[src/hw/ptw_config.svh]
// ==========================================================================
// Page table walker build constants
// Sizes of the miss queue and translation buffer, and the address,
// reorder-buffer id and address space id widths
// ==========================================================================

`ifndef PTW_CONFIG_SVH
`define PTW_CONFIG_SVH

// Number of outstanding misses the queue can track
`define PTW_MISSQ_SIZE 4

// Translation buffer depth, matched to the queue so it never overflows
`define PTW_TRANBUF_SIZE 4

// Virtual and physical address widths, both with 4 KiB pages
`define PTW_VADR_W 32
`define PTW_PADR_W 32

// Reorder-buffer id width of the core
`define PTW_ROB_W 5

// Address space id width
`define PTW_ASID_W 8

`endif
[src/hw/ptw_pkg.sv]
// ==========================================================================
// Page table walker types
// Queue entry layout, the two decodings of a page table entry word and
// the index types shared by the walker blocks
// ==========================================================================

`include "ptw_config.svh"

package ptw_pkg;

	// Index of a miss queue slot
	typedef logic [$clog2(`PTW_MISSQ_SIZE)-1:0] qe_ndx_t;

	// Reorder-buffer id and address space id
	typedef logic [`PTW_ROB_W-1:0] rob_ndx_t;
	typedef logic [`PTW_ASID_W-1:0] asid_t;

	// Entry seen as a leaf. Any of r, w or x set makes it one
	typedef struct packed {
		logic [19:0] ppn;
		logic [4:0]  rsv;
		logic        d;
		logic        a;
		logic        u;
		logic        x;
		logic        w;
		logic        r;
		logic        v;
	} pte_leaf_t;

	// Entry seen as a pointer to the next level table
	typedef struct packed {
		logic [19:0] ppn;
		logic [7:0]  rsv;
		logic [2:0]  perm;
		logic        v;
	} pte_dir_t;

	// The same word read either way, the leaf test picks the view
	typedef union packed {
		pte_leaf_t leaf;
		pte_dir_t  dir;
	} pte_u;

	// One outstanding miss
	typedef struct packed {
		logic                  v;
		logic                  o;
		logic                  rdy;
		logic                  lvl;
		logic                  committed;
		asid_t                 asid;
		rob_ndx_t              id;
		logic [`PTW_VADR_W-1:0] adr;
		logic [`PTW_PADR_W-1:0] tadr;
	} miss_entry_t;

endpackage

[src/hw/ptw_top.sv]
// ==========================================================================
// Page table walker top level
// Miss queue, APB read engine and translation buffer between the TLB,
// the commit and flush ports and the memory side
// ==========================================================================

`timescale 1ns/1ns

`include "ptw_config.svh"

module ptw_top
	import ptw_pkg::*;
(
	input  logic                    clk,
	input  logic                    rst,
	// TLB miss side
	input  logic                    miss_v,
	input  logic [`PTW_VADR_W-1:0]  miss_adr,
	input  asid_t                   miss_asid,
	input  rob_ndx_t                miss_id,
	output logic                    miss_dup,
	output logic                    miss_full,
	// Commit and flush from the reorder buffer
	input  rob_ndx_t                commit_id,
	input  logic                    commit_v,
	input  rob_ndx_t                flush_id,
	input  logic                    flush_v,
	input  logic [`PTW_PADR_W-1:0]  ptbr,
	// TLB update
	output logic                    tlb_wr,
	output logic [`PTW_VADR_W-13:0] tlb_vpn,
	output asid_t                   tlb_asid,
	output logic [`PTW_PADR_W-13:0] tlb_ppn,
	output logic [6:0]              tlb_flags,
	output logic                    tlb_super,
	output logic                    tlb_fault,
	// APB read requester
	output logic [`PTW_PADR_W-1:0]  paddr,
	output logic                    psel,
	output logic                    penable,
	input  logic [31:0]             prdata,
	input  logic                    pready,
	input  logic                    pslverr
);

	// Queue to walker
	logic                   walk_req;
	qe_ndx_t                walk_qe;
	logic [`PTW_PADR_W-1:0] walk_tadr;
	logic                   walk_ack;

	// Walker to buffer
	logic    rsp_v;
	qe_ndx_t rsp_qe;
	pte_u    rsp_pte;
	logic    rsp_err;

	// Buffer to queue
	logic    tran_v;
	qe_ndx_t tran_qe;
	pte_u    tran_pte;
	logic    tran_err;

	ptw_miss_queue u_queue (
		.clk(clk), .rst(rst), .miss_v(miss_v), .miss_adr(miss_adr),
		.miss_asid(miss_asid), .miss_id(miss_id), .commit_id(commit_id),
		.commit_v(commit_v), .flush_id(flush_id), .flush_v(flush_v), .ptbr(ptbr),
		.walk_ack(walk_ack), .tran_v(tran_v), .tran_qe(tran_qe), .tran_pte(tran_pte),
		.tran_err(tran_err), .miss_dup(miss_dup), .miss_full(miss_full),
		.walk_req(walk_req), .walk_qe(walk_qe), .walk_tadr(walk_tadr),
		.tlb_wr(tlb_wr), .tlb_vpn(tlb_vpn), .tlb_asid(tlb_asid), .tlb_ppn(tlb_ppn),
		.tlb_flags(tlb_flags), .tlb_super(tlb_super), .tlb_fault(tlb_fault)
	);

	ptw_walker u_walker (
		.clk(clk), .rst(rst), .walk_req(walk_req), .walk_qe(walk_qe),
		.walk_tadr(walk_tadr), .prdata(prdata), .pready(pready), .pslverr(pslverr),
		.walk_ack(walk_ack), .paddr(paddr), .psel(psel), .penable(penable),
		.rsp_v(rsp_v), .rsp_qe(rsp_qe), .rsp_pte(rsp_pte), .rsp_err(rsp_err)
	);

	ptw_tran_buf u_tran_buf (
		.clk(clk), .rst(rst), .rsp_v(rsp_v), .rsp_qe(rsp_qe), .rsp_pte(rsp_pte),
		.rsp_err(rsp_err), .tran_v(tran_v), .tran_qe(tran_qe), .tran_pte(tran_pte),
		.tran_err(tran_err)
	);

endmodule

[src/hw/ptw_tran_buf.sv]
// ==========================================================================
// Page table walker translation buffer
// Circular buffer of returned entries, each tagged with its queue slot,
// presenting the oldest one per cycle
// ==========================================================================

`timescale 1ns/1ns

`include "ptw_config.svh"

module ptw_tran_buf
	import ptw_pkg::*;
(
	input  logic    clk,
	input  logic    rst,
	input  logic    rsp_v,
	input  qe_ndx_t rsp_qe,
	input  pte_u    rsp_pte,
	input  logic    rsp_err,
	output logic    tran_v,
	output qe_ndx_t tran_qe,
	output pte_u    tran_pte,
	output logic    tran_err
);

	localparam int DEPTH = `PTW_TRANBUF_SIZE;
	localparam int PW = $clog2(DEPTH);

	qe_ndx_t buf_qe  [DEPTH];
	pte_u    buf_pte [DEPTH];
	logic    buf_err [DEPTH];

	logic [PW-1:0] wr_ptr;
	logic [PW-1:0] rd_ptr;
	logic [PW:0]   count;
	logic          full;

	assign full = (count == (PW+1)'(DEPTH));

	// Oldest slot, taken by the queue whenever it is shown
	assign tran_v = (count != '0);
	assign tran_qe = buf_qe[rd_ptr];
	assign tran_pte = buf_pte[rd_ptr];
	assign tran_err = buf_err[rd_ptr];

	// Slot storage
	always_ff @(posedge clk) begin
		if (rsp_v) begin
			buf_qe[wr_ptr] <= rsp_qe;
			buf_pte[wr_ptr] <= rsp_pte;
			buf_err[wr_ptr] <= rsp_err;
		end
	end

	// Pointers and occupancy
	always_ff @(posedge clk) begin
		if (rst) begin
			wr_ptr <= '0;
			rd_ptr <= '0;
			count <= '0;
		end else begin
			if (rsp_v)
				wr_ptr <= wr_ptr + 1'b1;
			if (tran_v)
				rd_ptr <= rd_ptr + 1'b1;
			count <= count + (PW+1)'(rsp_v) - (PW+1)'(tran_v);
		end
	end

	// The walker has no back-pressure, so the depth must cover every read
	a_no_overflow: assert property (@(posedge clk) disable iff (rst) !(rsp_v && full));

endmodule

[src/hw/ptw_walker.sv]
// ==========================================================================
// Page table walker APB read engine
// Takes one ready queue slot at a time, reads its table entry over APB
// and hands the word back tagged with the slot index
// ==========================================================================

`timescale 1ns/1ns

`include "ptw_config.svh"

module ptw_walker
	import ptw_pkg::*;
(
	input  logic                   clk,
	input  logic                   rst,
	input  logic                   walk_req,
	input  qe_ndx_t                walk_qe,
	input  logic [`PTW_PADR_W-1:0] walk_tadr,
	input  logic [31:0]            prdata,
	input  logic                   pready,
	input  logic                   pslverr,
	output logic                   walk_ack,
	output logic [`PTW_PADR_W-1:0] paddr,
	output logic                   psel,
	output logic                   penable,
	output logic                   rsp_v,
	output qe_ndx_t                rsp_qe,
	output pte_u                   rsp_pte,
	output logic                   rsp_err
);

	// ======================================================================
	// State encoding
	// ======================================================================

	localparam logic [1:0] IDLE   = 2'd0;
	localparam logic [1:0] SETUP  = 2'd1;
	localparam logic [1:0] ACCESS = 2'd2;
	localparam logic [1:0] RESP   = 2'd3;

	logic [1:0] state;
	logic [1:0] state_nxt;
	qe_ndx_t    cur_qe;

	// Next state
	always_comb begin
		state_nxt = state;
		case (state)
			IDLE: begin
				if (walk_req)
					state_nxt = SETUP;
			end
			SETUP: begin
				state_nxt = ACCESS;
			end
			ACCESS: begin
				// Wait states keep the access phase open
				if (pready)
					state_nxt = RESP;
			end
			RESP: begin
				// One idle cycle lets the returned word reach the queue
				state_nxt = IDLE;
			end
			default: begin
				state_nxt = IDLE;
			end
		endcase
	end

	always_ff @(posedge clk) begin
		if (rst)
			state <= IDLE;
		else
			state <= state_nxt;
	end

	// Slot and table address are held for the whole transfer
	always_ff @(posedge clk) begin
		if (state == IDLE && walk_req) begin
			cur_qe <= walk_qe;
			paddr <= walk_tadr;
		end
	end

	// ======================================================================
	// APB and response outputs
	// ======================================================================

	assign psel = (state == SETUP) || (state == ACCESS);
	assign penable = (state == ACCESS);

	// The queue marks the slot outstanding during the setup phase
	assign walk_ack = (state == SETUP);

	// Response is valid only in the completing access cycle
	assign rsp_v = (state == ACCESS) && pready;
	assign rsp_qe = cur_qe;
	assign rsp_pte = prdata;
	assign rsp_err = pslverr;

	// Address holds through the transfer and psel stays up until it ends
	a_paddr_stable: assert property (@(posedge clk) disable iff (rst)
		psel && !pready |=> psel && $stable(paddr));

endmodule

[src/hw/ptw_miss_queue.sv]
// ==========================================================================
// Page table walker miss queue
// Captures TLB misses, drops duplicates, waits for commit, advances each
// miss through the table levels and issues the final TLB update
// ==========================================================================

`timescale 1ns/1ns

`include "ptw_config.svh"

module ptw_miss_queue
	import ptw_pkg::*;
(
	input  logic                       clk,
	input  logic                       rst,
	input  logic                       miss_v,
	input  logic [`PTW_VADR_W-1:0]     miss_adr,
	input  asid_t                      miss_asid,
	input  rob_ndx_t                   miss_id,
	input  rob_ndx_t                   commit_id,
	input  logic                       commit_v,
	input  rob_ndx_t                   flush_id,
	input  logic                       flush_v,
	input  logic [`PTW_PADR_W-1:0]     ptbr,
	input  logic                       walk_ack,
	input  logic                       tran_v,
	input  qe_ndx_t                    tran_qe,
	input  pte_u                       tran_pte,
	input  logic                       tran_err,
	output logic                       miss_dup,
	output logic                       miss_full,
	output logic                       walk_req,
	output qe_ndx_t                    walk_qe,
	output logic [`PTW_PADR_W-1:0]     walk_tadr,
	output logic                       tlb_wr,
	output logic [`PTW_VADR_W-13:0]    tlb_vpn,
	output asid_t                      tlb_asid,
	output logic [`PTW_PADR_W-13:0]    tlb_ppn,
	output logic [6:0]                 tlb_flags,
	output logic                       tlb_super,
	output logic                       tlb_fault
);

	localparam int N = `PTW_MISSQ_SIZE;
	localparam int VT = `PTW_VADR_W - 1;

	miss_entry_t ent [N];

	logic        dup_hit;
	logic        free_found;
	qe_ndx_t     free_qe;
	qe_ndx_t     ack_qe;
	logic        dup_pair;
	miss_entry_t tran_ent;
	logic        tran_leaf;
	logic        tran_fault;
	logic        tran_next;

	// ======================================================================
	// Searches over the queue
	// ======================================================================

	// Duplicate test on asid and page, and the lowest free slot
	always_comb begin
		dup_hit = 1'b0;
		free_found = 1'b0;
		free_qe = '0;
		for (int i = 0; i < N; i++) begin
			if (ent[i].v && ent[i].asid == miss_asid && ent[i].adr[VT:12] == miss_adr[VT:12])
				dup_hit = 1'b1;
			if (!ent[i].v && !free_found) begin
				free_found = 1'b1;
				free_qe = qe_ndx_t'(i);
			end
		end
	end

	// The TLB must hold its miss while this is high
	assign miss_full = !free_found && !dup_hit;

	// Lowest committed entry that is ready and has no read in flight
	always_comb begin
		walk_req = 1'b0;
		walk_qe = '0;
		for (int i = 0; i < N; i++) begin
			if (!walk_req && ent[i].v && ent[i].committed && ent[i].rdy && !ent[i].o) begin
				walk_req = 1'b1;
				walk_qe = qe_ndx_t'(i);
			end
		end
	end

	assign walk_tadr = ent[walk_qe].tadr;

	// Decode of the entry word returned for one queue slot
	assign tran_ent = ent[tran_qe];
	assign tran_leaf = tran_pte.leaf.r | tran_pte.leaf.w | tran_pte.leaf.x;
	// A pointer found at level 0 has nowhere left to go
	assign tran_fault = tran_err | ~tran_pte.leaf.v | (~tran_leaf & ~tran_ent.lvl);
	assign tran_next = ~tran_fault & ~tran_leaf;

	// ======================================================================
	// Queue state
	// ======================================================================

	always_ff @(posedge clk) begin
		if (rst) begin
			for (int i = 0; i < N; i++) begin
				ent[i].v <= 1'b0;
				ent[i].o <= 1'b0;
				ent[i].rdy <= 1'b0;
				ent[i].committed <= 1'b0;
			end
			miss_dup <= 1'b0;
			tlb_wr <= 1'b0;
		end else begin
			miss_dup <= miss_v & dup_hit;
			tlb_wr <= 1'b0;
			// Commit marks an entry walkable, flush drops one not yet committed
			for (int i = 0; i < N; i++) begin
				if (ent[i].v && commit_v && ent[i].id == commit_id)
					ent[i].committed <= 1'b1;
				if (ent[i].v && !ent[i].committed && flush_v && ent[i].id == flush_id)
					ent[i].v <= 1'b0;
			end
			// New miss starts at level 1 indexed by the top ten address bits
			if (miss_v && !dup_hit && free_found) begin
				ent[free_qe].v <= 1'b1;
				ent[free_qe].o <= 1'b0;
				ent[free_qe].rdy <= 1'b1;
				ent[free_qe].lvl <= 1'b1;
				ent[free_qe].committed <= commit_v && commit_id == miss_id;
				ent[free_qe].asid <= miss_asid;
				ent[free_qe].id <= miss_id;
				ent[free_qe].adr <= miss_adr;
				ent[free_qe].tadr <= ptbr + `PTW_PADR_W'({miss_adr[VT -: 10], 2'b00});
			end
			// The walker acknowledges the slot it latched one cycle earlier
			if (walk_ack) begin
				ent[ack_qe].rdy <= 1'b0;
				ent[ack_qe].o <= 1'b1;
			end
			if (tran_v) begin
				ent[tran_qe].o <= 1'b0;
				if (tran_next) begin
					ent[tran_qe].lvl <= 1'b0;
					ent[tran_qe].rdy <= 1'b1;
					ent[tran_qe].tadr <= {tran_pte.dir.ppn, tran_ent.adr[21:12], 2'b00};
				end else begin
					ent[tran_qe].v <= 1'b0;
					tlb_wr <= 1'b1;
				end
			end
		end
	end

	// Update payload, qualified by tlb_wr
	always_ff @(posedge clk) begin
		ack_qe <= walk_qe;
		if (tran_v && !tran_next) begin
			tlb_vpn <= tran_ent.adr[VT:12];
			tlb_asid <= tran_ent.asid;
			tlb_super <= tran_ent.lvl & ~tran_fault;
			tlb_fault <= tran_fault;
			tlb_flags <= {tran_pte.leaf.d, tran_pte.leaf.a, tran_pte.leaf.u, tran_pte.leaf.x,
				tran_pte.leaf.w, tran_pte.leaf.r, tran_pte.leaf.v};
			// Superpages take the low half of the page number from the address
			if (tran_ent.lvl)
				tlb_ppn <= {tran_pte.leaf.ppn[19:10], tran_ent.adr[21:12]};
			else
				tlb_ppn <= tran_pte.leaf.ppn;
		end
	end

	// Any two live entries that collide on asid and page
	always_comb begin
		dup_pair = 1'b0;
		for (int i = 0; i < N; i++)
			for (int j = i + 1; j < N; j++)
				if (ent[i].v && ent[j].v && ent[i].asid == ent[j].asid &&
					ent[i].adr[VT:12] == ent[j].adr[VT:12])
					dup_pair = 1'b1;
	end

	// Returned entries only ever belong to a slot with a read in flight
	a_tran_owner: assert property (@(posedge clk) disable iff (rst)
		tran_v |-> ent[tran_qe].v && ent[tran_qe].o);

	// Duplicate filtering keeps each page in at most one slot
	a_no_dup: assert property (@(posedge clk) disable iff (rst) !dup_pair);

endmodule

[config.mk]
export PLATFORM = sky130hd
export DESIGN_NAME = ptw_top
export DESIGN_NICKNAME = d
export VERILOG_FILES = /design/src/hw/ptw_pkg.sv /design/src/hw/ptw_top.sv /design/src/hw/ptw_tran_buf.sv /design/src/hw/ptw_walker.sv /design/src/hw/ptw_miss_queue.sv
export VERILOG_INCLUDE_DIRS = /design/src /design/src/hw
export SDC_FILE = /design/constraint.sdc
export NUM_CORES = 1
export LEC_CHECK = 0
export BUFFER_PORTS_ARGS = -buffer_cell sky130_fd_sc_hd__buf_2
export CAP_MARGIN = 5
export CORE_UTILIZATION = 45
export DETAILED_ROUTE_END_ITERATION = 8
export GPL_TIMING_DRIVEN = 0
export PLACE_DENSITY = 0.62
export SLEW_MARGIN = 25
export SYNTH_ARGS = -nofsm -noshare
export SYNTH_HDL_FRONTEND = slang
export SYNTH_HIERARCHICAL = 1
export SYNTH_SLANG_ARGS = --single-unit
[constraint.sdc]
create_clock -name clk -period 7 [get_ports clk]
set_clock_uncertainty 0.05 [all_clocks]
set_input_delay 0.35 -clock clk [delete_from_list [all_inputs] [get_ports clk]]
set_output_delay 0.35 -clock clk [all_outputs]
set_load 0.1 [all_outputs]
## Word level (Yosys, flattened, before mapping)

Memory sizes are Yosys's and may differ from the RTL's. A register that Yosys moved wholly into a read port is not among the register bits.
Cells that the tools add are included.

| operators by class | value |
|---|---|
| $add $sub $neg | 5 |
| equal/unequal tests | 22 |
| muxes and demuxes | 81 |
| bitwise logic cells | 20 |
| reduce and logical (&&, ||, !) cells | 76 |

Operators by type and width:

| operator | number |
|---|---|
| == test 20 bit | 4 |
| 2-to-1 mux 1 bit | 67 |
| logical AND 1 bit | 53 |
| == test 5 bit | 9 |
| adder 32 x 12 -> 32 bit | 1 |
| == test 8 bit | 4 |
| 2-to-1 mux 2 bit | 12 |
| logical NOT 1 bit | 19 |
| bitwise OR 1 bit | 12 |
| 2-to-1 mux 10 bit | 1 |
| case mux 2 bit (4 select lines) | 1 |
| adder 2 x 1 -> 2 bit, second input constant | 2 |
| AND 1 bit | 4 |
| == test 2 bit, second input constant | 2 |
| != test 2 x 1 -> 1 bit, second input constant | 2 |
| NOT 1 bit | 4 |
| adder 3 x 1 -> 3 bit | 1 |
| nonzero test 3 bit | 1 |
| subtractor 3 x 1 -> 3 bit | 1 |
| == test 2 x 1 -> 1 bit, second input constant | 1 |
| logical NOT 2 bit | 1 |
| AND reduction 2 bit | 1 |
| logical OR 1 bit | 1 |

| storage, ports and cells | value |
|---|---|
| flip-flop bits (word level) | 72 |
| bits in writable memories | 468 |
| logic and storage cells | 222 |
| memories | 4 |

Memories:

| memory | depth | bits a word | rd ports | clocked after Yosys merged registers in | write ports | RTL line | text |
|---|---|---|---|---|---|---|---|
| u_queue.ent | 4 | 82 | 6 | 1 | 7 | ptw_miss_queue.sv:47 | `miss_entry_t ent [N];` |
| u_tran_buf.buf_pte | 4 | 32 | 1 | 1 | 1 | ptw_tran_buf.sv:30 | `pte_u buf_pte [DEPTH];` |
| u_tran_buf.buf_qe | 4 | 2 | 1 | 1 | 1 | ptw_tran_buf.sv:29 | `qe_ndx_t buf_qe [DEPTH];` |
| u_tran_buf.buf_err | 4 | 1 | 1 | 1 | 1 | ptw_tran_buf.sv:31 | `logic buf_err [DEPTH];` |

## Longest topological paths before layout

Gate-level depths: netlist of run 1.
An unclocked memory read counts as a cell.

| depth | value |
|---|---|
| depth in word-level cells | 25 |
| gate-level depth with buffers | 12 |
| depth with buffers taken out | 10 |

## Hierarchy

Netlist of run 1, hierarchy kept.

By module, submodules not included:

| module | times used | cells an instance | area an instance (um^2) | seq. area each (um^2) |
|---|---|---|---|---|
| ptw_miss_queue | 1 | 1395 | 16871.2 | 9939.5 |
| ptw_tran_buf | 1 | 226 | 5547.8 | 4384.2 |
| ptw_walker | 1 | 86 | 1440.1 | 1061.0 |

## Worst setup path before layout of run 1

OpenSTA, ideal clock, no wires.

| path | value |
|---|---|
| path kind | register to register |
| from | register (tool-made name) |
| to | register u_queue.tlb_asid[0] (enable) |
| setup time | 0.478 ns |
| arrival time | 4.542 ns |
| path slack | 1.929 ns |
| cell stages (with the launch flop) | 9 |
| buffers on the path | 4 |
| period minus slack after synthesis | 5.071 ns |
| path through | dfxtp_1 > buf_6 > buf_12 > mux4_2 > buf_6 > mux4_2 > and3_1 > buf_6 > nor2b_1 |

RTL lines:

| element | RTL line | text |
|---|---|---|
| end signal, assigned | ptw_miss_queue.sv:162 | `tlb_asid <= tran_ent.asid;` |
| end, declared | ptw_miss_queue.sv:37 | `output asid_t tlb_asid,` |

==> flow_metrics.tcl, run 1 <==
set metrics [dict create \
    run_status "finished, final reports clean" \
    max_clock_freq_ghz 0.239 \
    multi_input_gate_area_in_the_final_layout_mm2 0.00759 \
    floorplan.initialDensity_pct 45.9 \
    grt_first_pass_wirelength_mm 95.7 \
    critical_path.endpoint_type "flip-flop" \
    die-height_um 229 \
    port-buffer-count 167 \
    finalSetupViolations 0 \
    deepest_clock_path_buffer_count 3 \
    crit_fanout 10 \
    pin_count_of_the_biggest_net_entering_global_routing 35 \
    ir_worst_vdd_mv 0.259 \
    totalNegativeSetupSlack_ns 0 \
    total_vias_in_the_final_route 15300 \
    syn_area_per_cell_um2 13.8 \
    worstRegToRegCells 11 \
    grt_setup_unrepaired "false" \
    maxCapViolCount 0 \
    clk_pin_slew_worst_paths_ns 0.06 \
    whs_endpoint "u_queue/ent[0][51]" \
    routed_wire_length_per_instance_um 23.8 \
    antenna_left 0 \
    num_rows 82 \
    reg2reg_to "u_queue/ent[3][14]" \
    detailed_place_hpwl_mm 45.2 \
    max_slew.worst_pin.slew_ns 1.00 \
    timing.final.crit_share_pct 59.8 \
    netlist_area_mm2 0.0231 \
    area_delta_synth_final_pct 18.9 \
    arrival_ns 4.48 \
    die-area_mm2 0.0523 \
    hold_ws_ns 0.0214 \
    initial_antenna_violation_count 5 \
    htree_num_levels 2 \
    post_route_cells_drive_above_1_share_pct 20.7 \
    globalRouteTotalUtil_pct 24.4 \
    total_leakage_power_nw 9.36 \
    tritoncts "yes" \
    place_congestion 0.903 \
    seqCellArea_mm2 0.0148 \
    grt.overflow.total 0 \
    numCtsBuffers 53 \
    pin_count 220 \
    layout.cells.most_common_list "465 x sky130_fd_sc_hd__edfxtp_1, 238 x sky130_fd_sc_hd__nand2_1, 177 x sky130_fd_sc_hd__buf_2" \
    cts_repair_resize_count 0 \
    slew_headroom_pct 33.2 \
    cts_root_buffer "sky130_fd_sc_hd__clkbuf_16" \
    preCtsSetupSlack_ns 2.88 \
    die_width_um 229 \
    drt_first_pass_iters 5 \
    cp.required_ns 7.30 \
    min_delay_path_depth 1 \
    cts_sinks 506 \
    clk-insertion-delay-late_ns 0.63 \
    vias_per_cell 5.70 \
    number_of_hold_slack_violations_in_the_final_timing_report 0 \
    layout.cells.most_common "sky130_fd_sc_hd__edfxtp_1" \
    hold_path.startpoint "miss_adr[19]" \
    drt-total-wl_mm 63.8 \
    power-per-cell-area_mw_per_mm2 363 \
    yosysWarningCount 6 \
    final_critical_path_setup_slack_ns 2.82 \
    wl_met3_mm 4.86 \
    highest_layer "met5" \
    timing.critical_path.from_type "flip-flop" \
    fin_cells 2680 \
    fin_nets 2111 \
    setup.worst_path.class "flip-flop to flip-flop" \
    design.core.area_mm2 0.0504 \
    initialDrtViolationCount 1619 \
    grt_pass1_vias 15200 \
    syn_inst 1677 \
    layout_min_cycle_time_ns 4.18 \
    post-place-cells 2534 \
    m1WireLength_mm 27.5 \
    fill_cells 4162 \
    power.total_mw 9.98 \
    r2r_slack_ns 2.82 \
    final_slew_viol_count 0 \
    met2WireLength_mm 29.9 \
    classification_of_the_worst_slack_hold_path "primary input to flip-flop" \
    drc_errors_left 0 \
    mappedNetlistNets 1825 \
]
## state kept, by name, summed over array words and instances, names as in the netlist, 3 cells and up, named ones only
register,flops
u_queue/tlb_vpn,20
u_tran_buf/buf_qe,8
u_tran_buf/count,3
u_tran_buf/buf_err,4
u_walker/paddr,32
u_queue/tlb_flags,7
u_queue/ent,280
u_queue/tlb_asid,8
u_queue/tlb_ppn,20
u_tran_buf/buf_pte,108
## power breakdown
group          switching [mW]  total, mW  internal (mW)  leakage (nW)
logic                    2.41       3.21          0.799          3.73
registers               0.108       3.81           3.71          4.74
clock network            1.19       2.96           1.76         0.879
## area by class of cell
cell class / count / share of cell area, %
sequential: 506 / 53.8
multi-input combinational: 1022 / 27.6
timing repair buffer: 231 / 5.98
clock buffer: 62 / 4.95
tap: 672 / 3.06
buffer: 123 / 2.47
clock inverter: 37 / 1.74
inverter: 26 / 0.355
antenna: 1 / 0.00911
## stage by stage
stage,area (um2),utilization [%]
after floorplan,23100,-
after global placement,24800,49.2
after detailed placement,25200,50.0
after CTS,27500,54.5
after global routing,27500,54.5
final,27500,54.5
## critical path, cell delays in order (launching register included)
cell                       delay (ns)
sky130_fd_sc_hd__dfxtp_1         0.31
sky130_fd_sc_hd__clkbuf_2        0.23
sky130_fd_sc_hd__buf_2           0.32
sky130_fd_sc_hd__mux4_2          0.38
sky130_fd_sc_hd__buf_6           0.17
sky130_fd_sc_hd__mux4_2          0.46
sky130_fd_sc_hd__and2_1          0.18
sky130_fd_sc_hd__nand2_1         0.17
sky130_fd_sc_hd__nor2_1          0.58
sky130_fd_sc_hd__or4_1           0.31
sky130_fd_sc_hd__clkbuf_1        0.61
sky130_fd_sc_hd__o21ai_1         0.12
## worst max-delay path by stage
stage	from	to	slack (ns)	cells past startpoint
after global routing	flip-flop	u_queue/ent[3][18]	2.71	11
final	flip-flop	u_queue/ent[3][14]	2.82	11
after CTS	flip-flop	u_queue/ent[3][14]	2.85	11
after global placement	flip-flop	u_queue/tlb_vpn[17]	-0.41	8
after detailed placement	flip-flop	u_queue/ent[3][14]	2.88	11
after floorplan	flip-flop	u_queue/tlb_asid[0]	1.93	8
## repair_timing
| item | CTS | global route |
|---|---|---|
| setup buffers | 0 | 0 |
| endpoints found under the setup margin | 0 | 0 |
| hold buffers | 46 | 0 |
| endpoints found under the hold margin | 181 | 0 |
## routing by layer
layer / vias up / GRT usage (%)
met5: - / 0
met4: 6 / 6.71
met3: 96 / 4.47
met2: 679 / 38.4
met1: 7607 / 34.7
li1: 6894 / -
Power figures use the tool's default switching activity.
==> run 2: changes to the inputs <==
==> constraint.sdc (replaced) <==
create_clock -name clk -period 4 [get_ports clk]
set_clock_uncertainty 0.05 [all_clocks]
set_input_delay 0.2 -clock clk [delete_from_list [all_inputs] [get_ports clk]]
set_output_delay 0.2 -clock clk [all_outputs]
set_load 0.1 [all_outputs]
==> flow_metrics.tcl, run 2 (synthesis gave the netlist of run 1 again) <==
set metrics [dict create \
    number_of_hold_slack_violations_in_the_final_timing_report 0 \
    drc_errors_left 0 \
    power.switching_mw 6.52 \
    fill_cells 4187 \
    layout.cells.most_common_list "465 x sky130_fd_sc_hd__edfxtp_1, 238 x sky130_fd_sc_hd__nand2_1, 178 x sky130_fd_sc_hd__buf_2" \
    die-area_mm2 0.0523 \
    grt_pass1_vias 15400 \
    timing.critical_path.from_type "primary input" \
    globalRouteTotalUtil_pct 24.5 \
    tritoncts "yes" \
    critical_path.endpoint_type "flip-flop" \
    port-buffer-count 167 \
    maxCapViolCount 0 \
    initial_antenna_violation_count 4 \
    arrival_ns 4.20 \
    antenna_left 0 \
    finish.instance_area_mm2 0.0277 \
    final_critical_path_setup_slack_ns 0.109 \
    fin_nets 2134 \
    power_frac_comb_pct 32.6 \
    detailed_place_hpwl_mm 45.6 \
    initialDrtViolationCount 1334 \
    number_of_flip_flops_under_the_largest_register_name 280 \
    die_width_um 229 \
    routed_wire_length_per_instance_um 23.7 \
    power-per-cell-area_mw_per_mm2 627 \
    ir_worst_vdd_mv 0.511 \
    clk_pin_slew_worst_paths_ns 0.06 \
    drt_first_pass_iters 5 \
    seqCellArea_mm2 0.0148 \
    max_slew.worst_pin.slew_ns 1.04 \
    sequentialPowerShare_pct 38.4 \
    cp.required_ns 4.31 \
    total_leakage_power_nw 9.48 \
    crit_fanout 19 \
    totalNegativeSetupSlack_ns 0 \
    grt_first_pass_wirelength_mm 95.9 \
    hold_ws_ns 0.0461 \
    timing.final.crit_share_pct 97.3 \
    num_rows 82 \
    reg.largest.list "u_queue/ent (280), u_tran_buf/buf_pte (108), u_walker/paddr (32)" \
    layout_min_cycle_time_ns 3.89 \
    pin_count 220 \
    grt.overflow.total 0 \
    power.total_mw 17.4 \
    slew_headroom_pct 30.6 \
    post_route_cells_drive_above_1_share_pct 20.9 \
    total_internal_power_mw 10.8 \
    classification_of_the_worst_slack_hold_path "primary input to flip-flop" \
    run_status "finished, final reports clean" \
    r2r_slack_ns 0.15 \
    htree_num_levels 2 \
    multi_input_gate_area_in_the_final_layout_mm2 0.00759 \
    power_frac_clock_pct 29.0 \
    switching_share_pct 37.5 \
    floorplan.initialDensity_pct 45.9 \
    setup.worst_path.class "primary input to flip-flop" \
    deepest_clock_path_buffer_count 3 \
    pin_count_of_the_biggest_net_entering_global_routing 35 \
    layout.cells.most_common "sky130_fd_sc_hd__edfxtp_1" \
    max_clock_freq_ghz 0.257 \
    vias_per_cell 5.69 \
    reg_with_most_ffs "u_queue/ent" \
    drt-total-wl_mm 64.1 \
    numCtsBuffers 54 \
    cts_root_buffer "sky130_fd_sc_hd__clkbuf_16" \
    area_delta_synth_final_pct 19.9 \
    preCtsSetupSlack_ns -0.115 \
    design.core.area_mm2 0.0504 \
    final_slew_viol_count 0 \
    total_vias_in_the_final_route 15400 \
    clk-insertion-delay-late_ns 0.61 \
    finalSetupViolations 0 \
    dpl-instance-area_mm2 0.0252 \
    die-height_um 229 \
    cts_sinks 506 \
    grt_setup_unrepaired "false" \
    place_congestion 0.920 \
]
-- run 2: cell count changes in the layout (fill, tap and decap cells not counted), sizes merged --
cell	previous run	this run
clkinvlp	5	3
clkbuf	132	133
bufinv	10	7
dlygate4sd3	46	68
buf	238	236
clkinv	22	31
-- run 2: layer usage --
| metal | track usage (%) | share of wire (%) | wire length [um] |
|---|---|---|---|
| met1 | 34.5 | 43 | 27600 |
| met2 | 39.4 | 47 | 30400 |
| met3 | 4.34 | 7.6 | 4870 |
| met4 | 5.81 | 1.7 | 1100 |
| met5 | 0 | 0.059 | 38 |
-- run 2: worst max-delay path: stages --
cell and delay (ns):
sky130_fd_sc_hd__dlygate4sd3_1 0.53, sky130_fd_sc_hd__buf_2 0.14, sky130_fd_sc_hd__clkbuf_1 0.16, sky130_fd_sc_hd__xnor2_1 0.33, sky130_fd_sc_hd__nand4_1 0.18, sky130_fd_sc_hd__nor4_1 0.49
sky130_fd_sc_hd__nand4_1 0.27, sky130_fd_sc_hd__and3_1 0.29, sky130_fd_sc_hd__clkbuf_1 0.24, sky130_fd_sc_hd__nand2_1 0.35, sky130_fd_sc_hd__buf_2 0.37, sky130_fd_sc_hd__nand2_2 0.32
sky130_fd_sc_hd__buf_16 0.27
-- run 2: area by class of cell --
cell class | count | area share, %
clock inverters | 41 | 1.51
diodes | 1 | 0.00903
plain buffers | 123 | 2.48
multi-input cells | 1022 | 27.4
repair buffers | 253 | 6.86
inverters | 26 | 0.352
well taps | 672 | 3.04
clock buffers | 61 | 4.97
flip-flops and latches | 506 | 53.4
-- run 2: metrics by stage --
stage / utilization, % / std cells
finish: 55.0 / 2705
global route: 55.0 / 2704
CTS: 54.9 / 2703
detailed placement: 50.0 / 2533
global placement: 49.2 / 2516
floorplan: - / 1677
-- run 2: worst paths after layout --
path	startpoint	to	depth (start not counted)
max reg2reg	flip-flop	u_queue/ent[3][15]	11
min	ptbr[22]	u_queue/ent[2][22]	3
min reg2reg	u_queue/ent[3][0]	u_queue/ent[3][0]	2
max	miss_asid[5]	u_queue/ent[1][17]	13
-- run 2: power by group through the flow --
stage               clock network, mW  logic, mW  registers, mW
floorplan                           0       1.88           9.06
global placement                    0       5.41           6.81
detailed placement                  0       5.60           6.77
CTS                              5.11       5.68           6.67
global route                     5.32       5.88           6.72
finish                           5.03       5.67           6.67
-- run 2: timing repair --
action	CTS	global route
hold endpoints to repair	258	0
hold buffers	68	0
resized for setup	2	15
endpoints found under the setup margin	23	60
buffers inserted	0	1
pin swaps	0	1
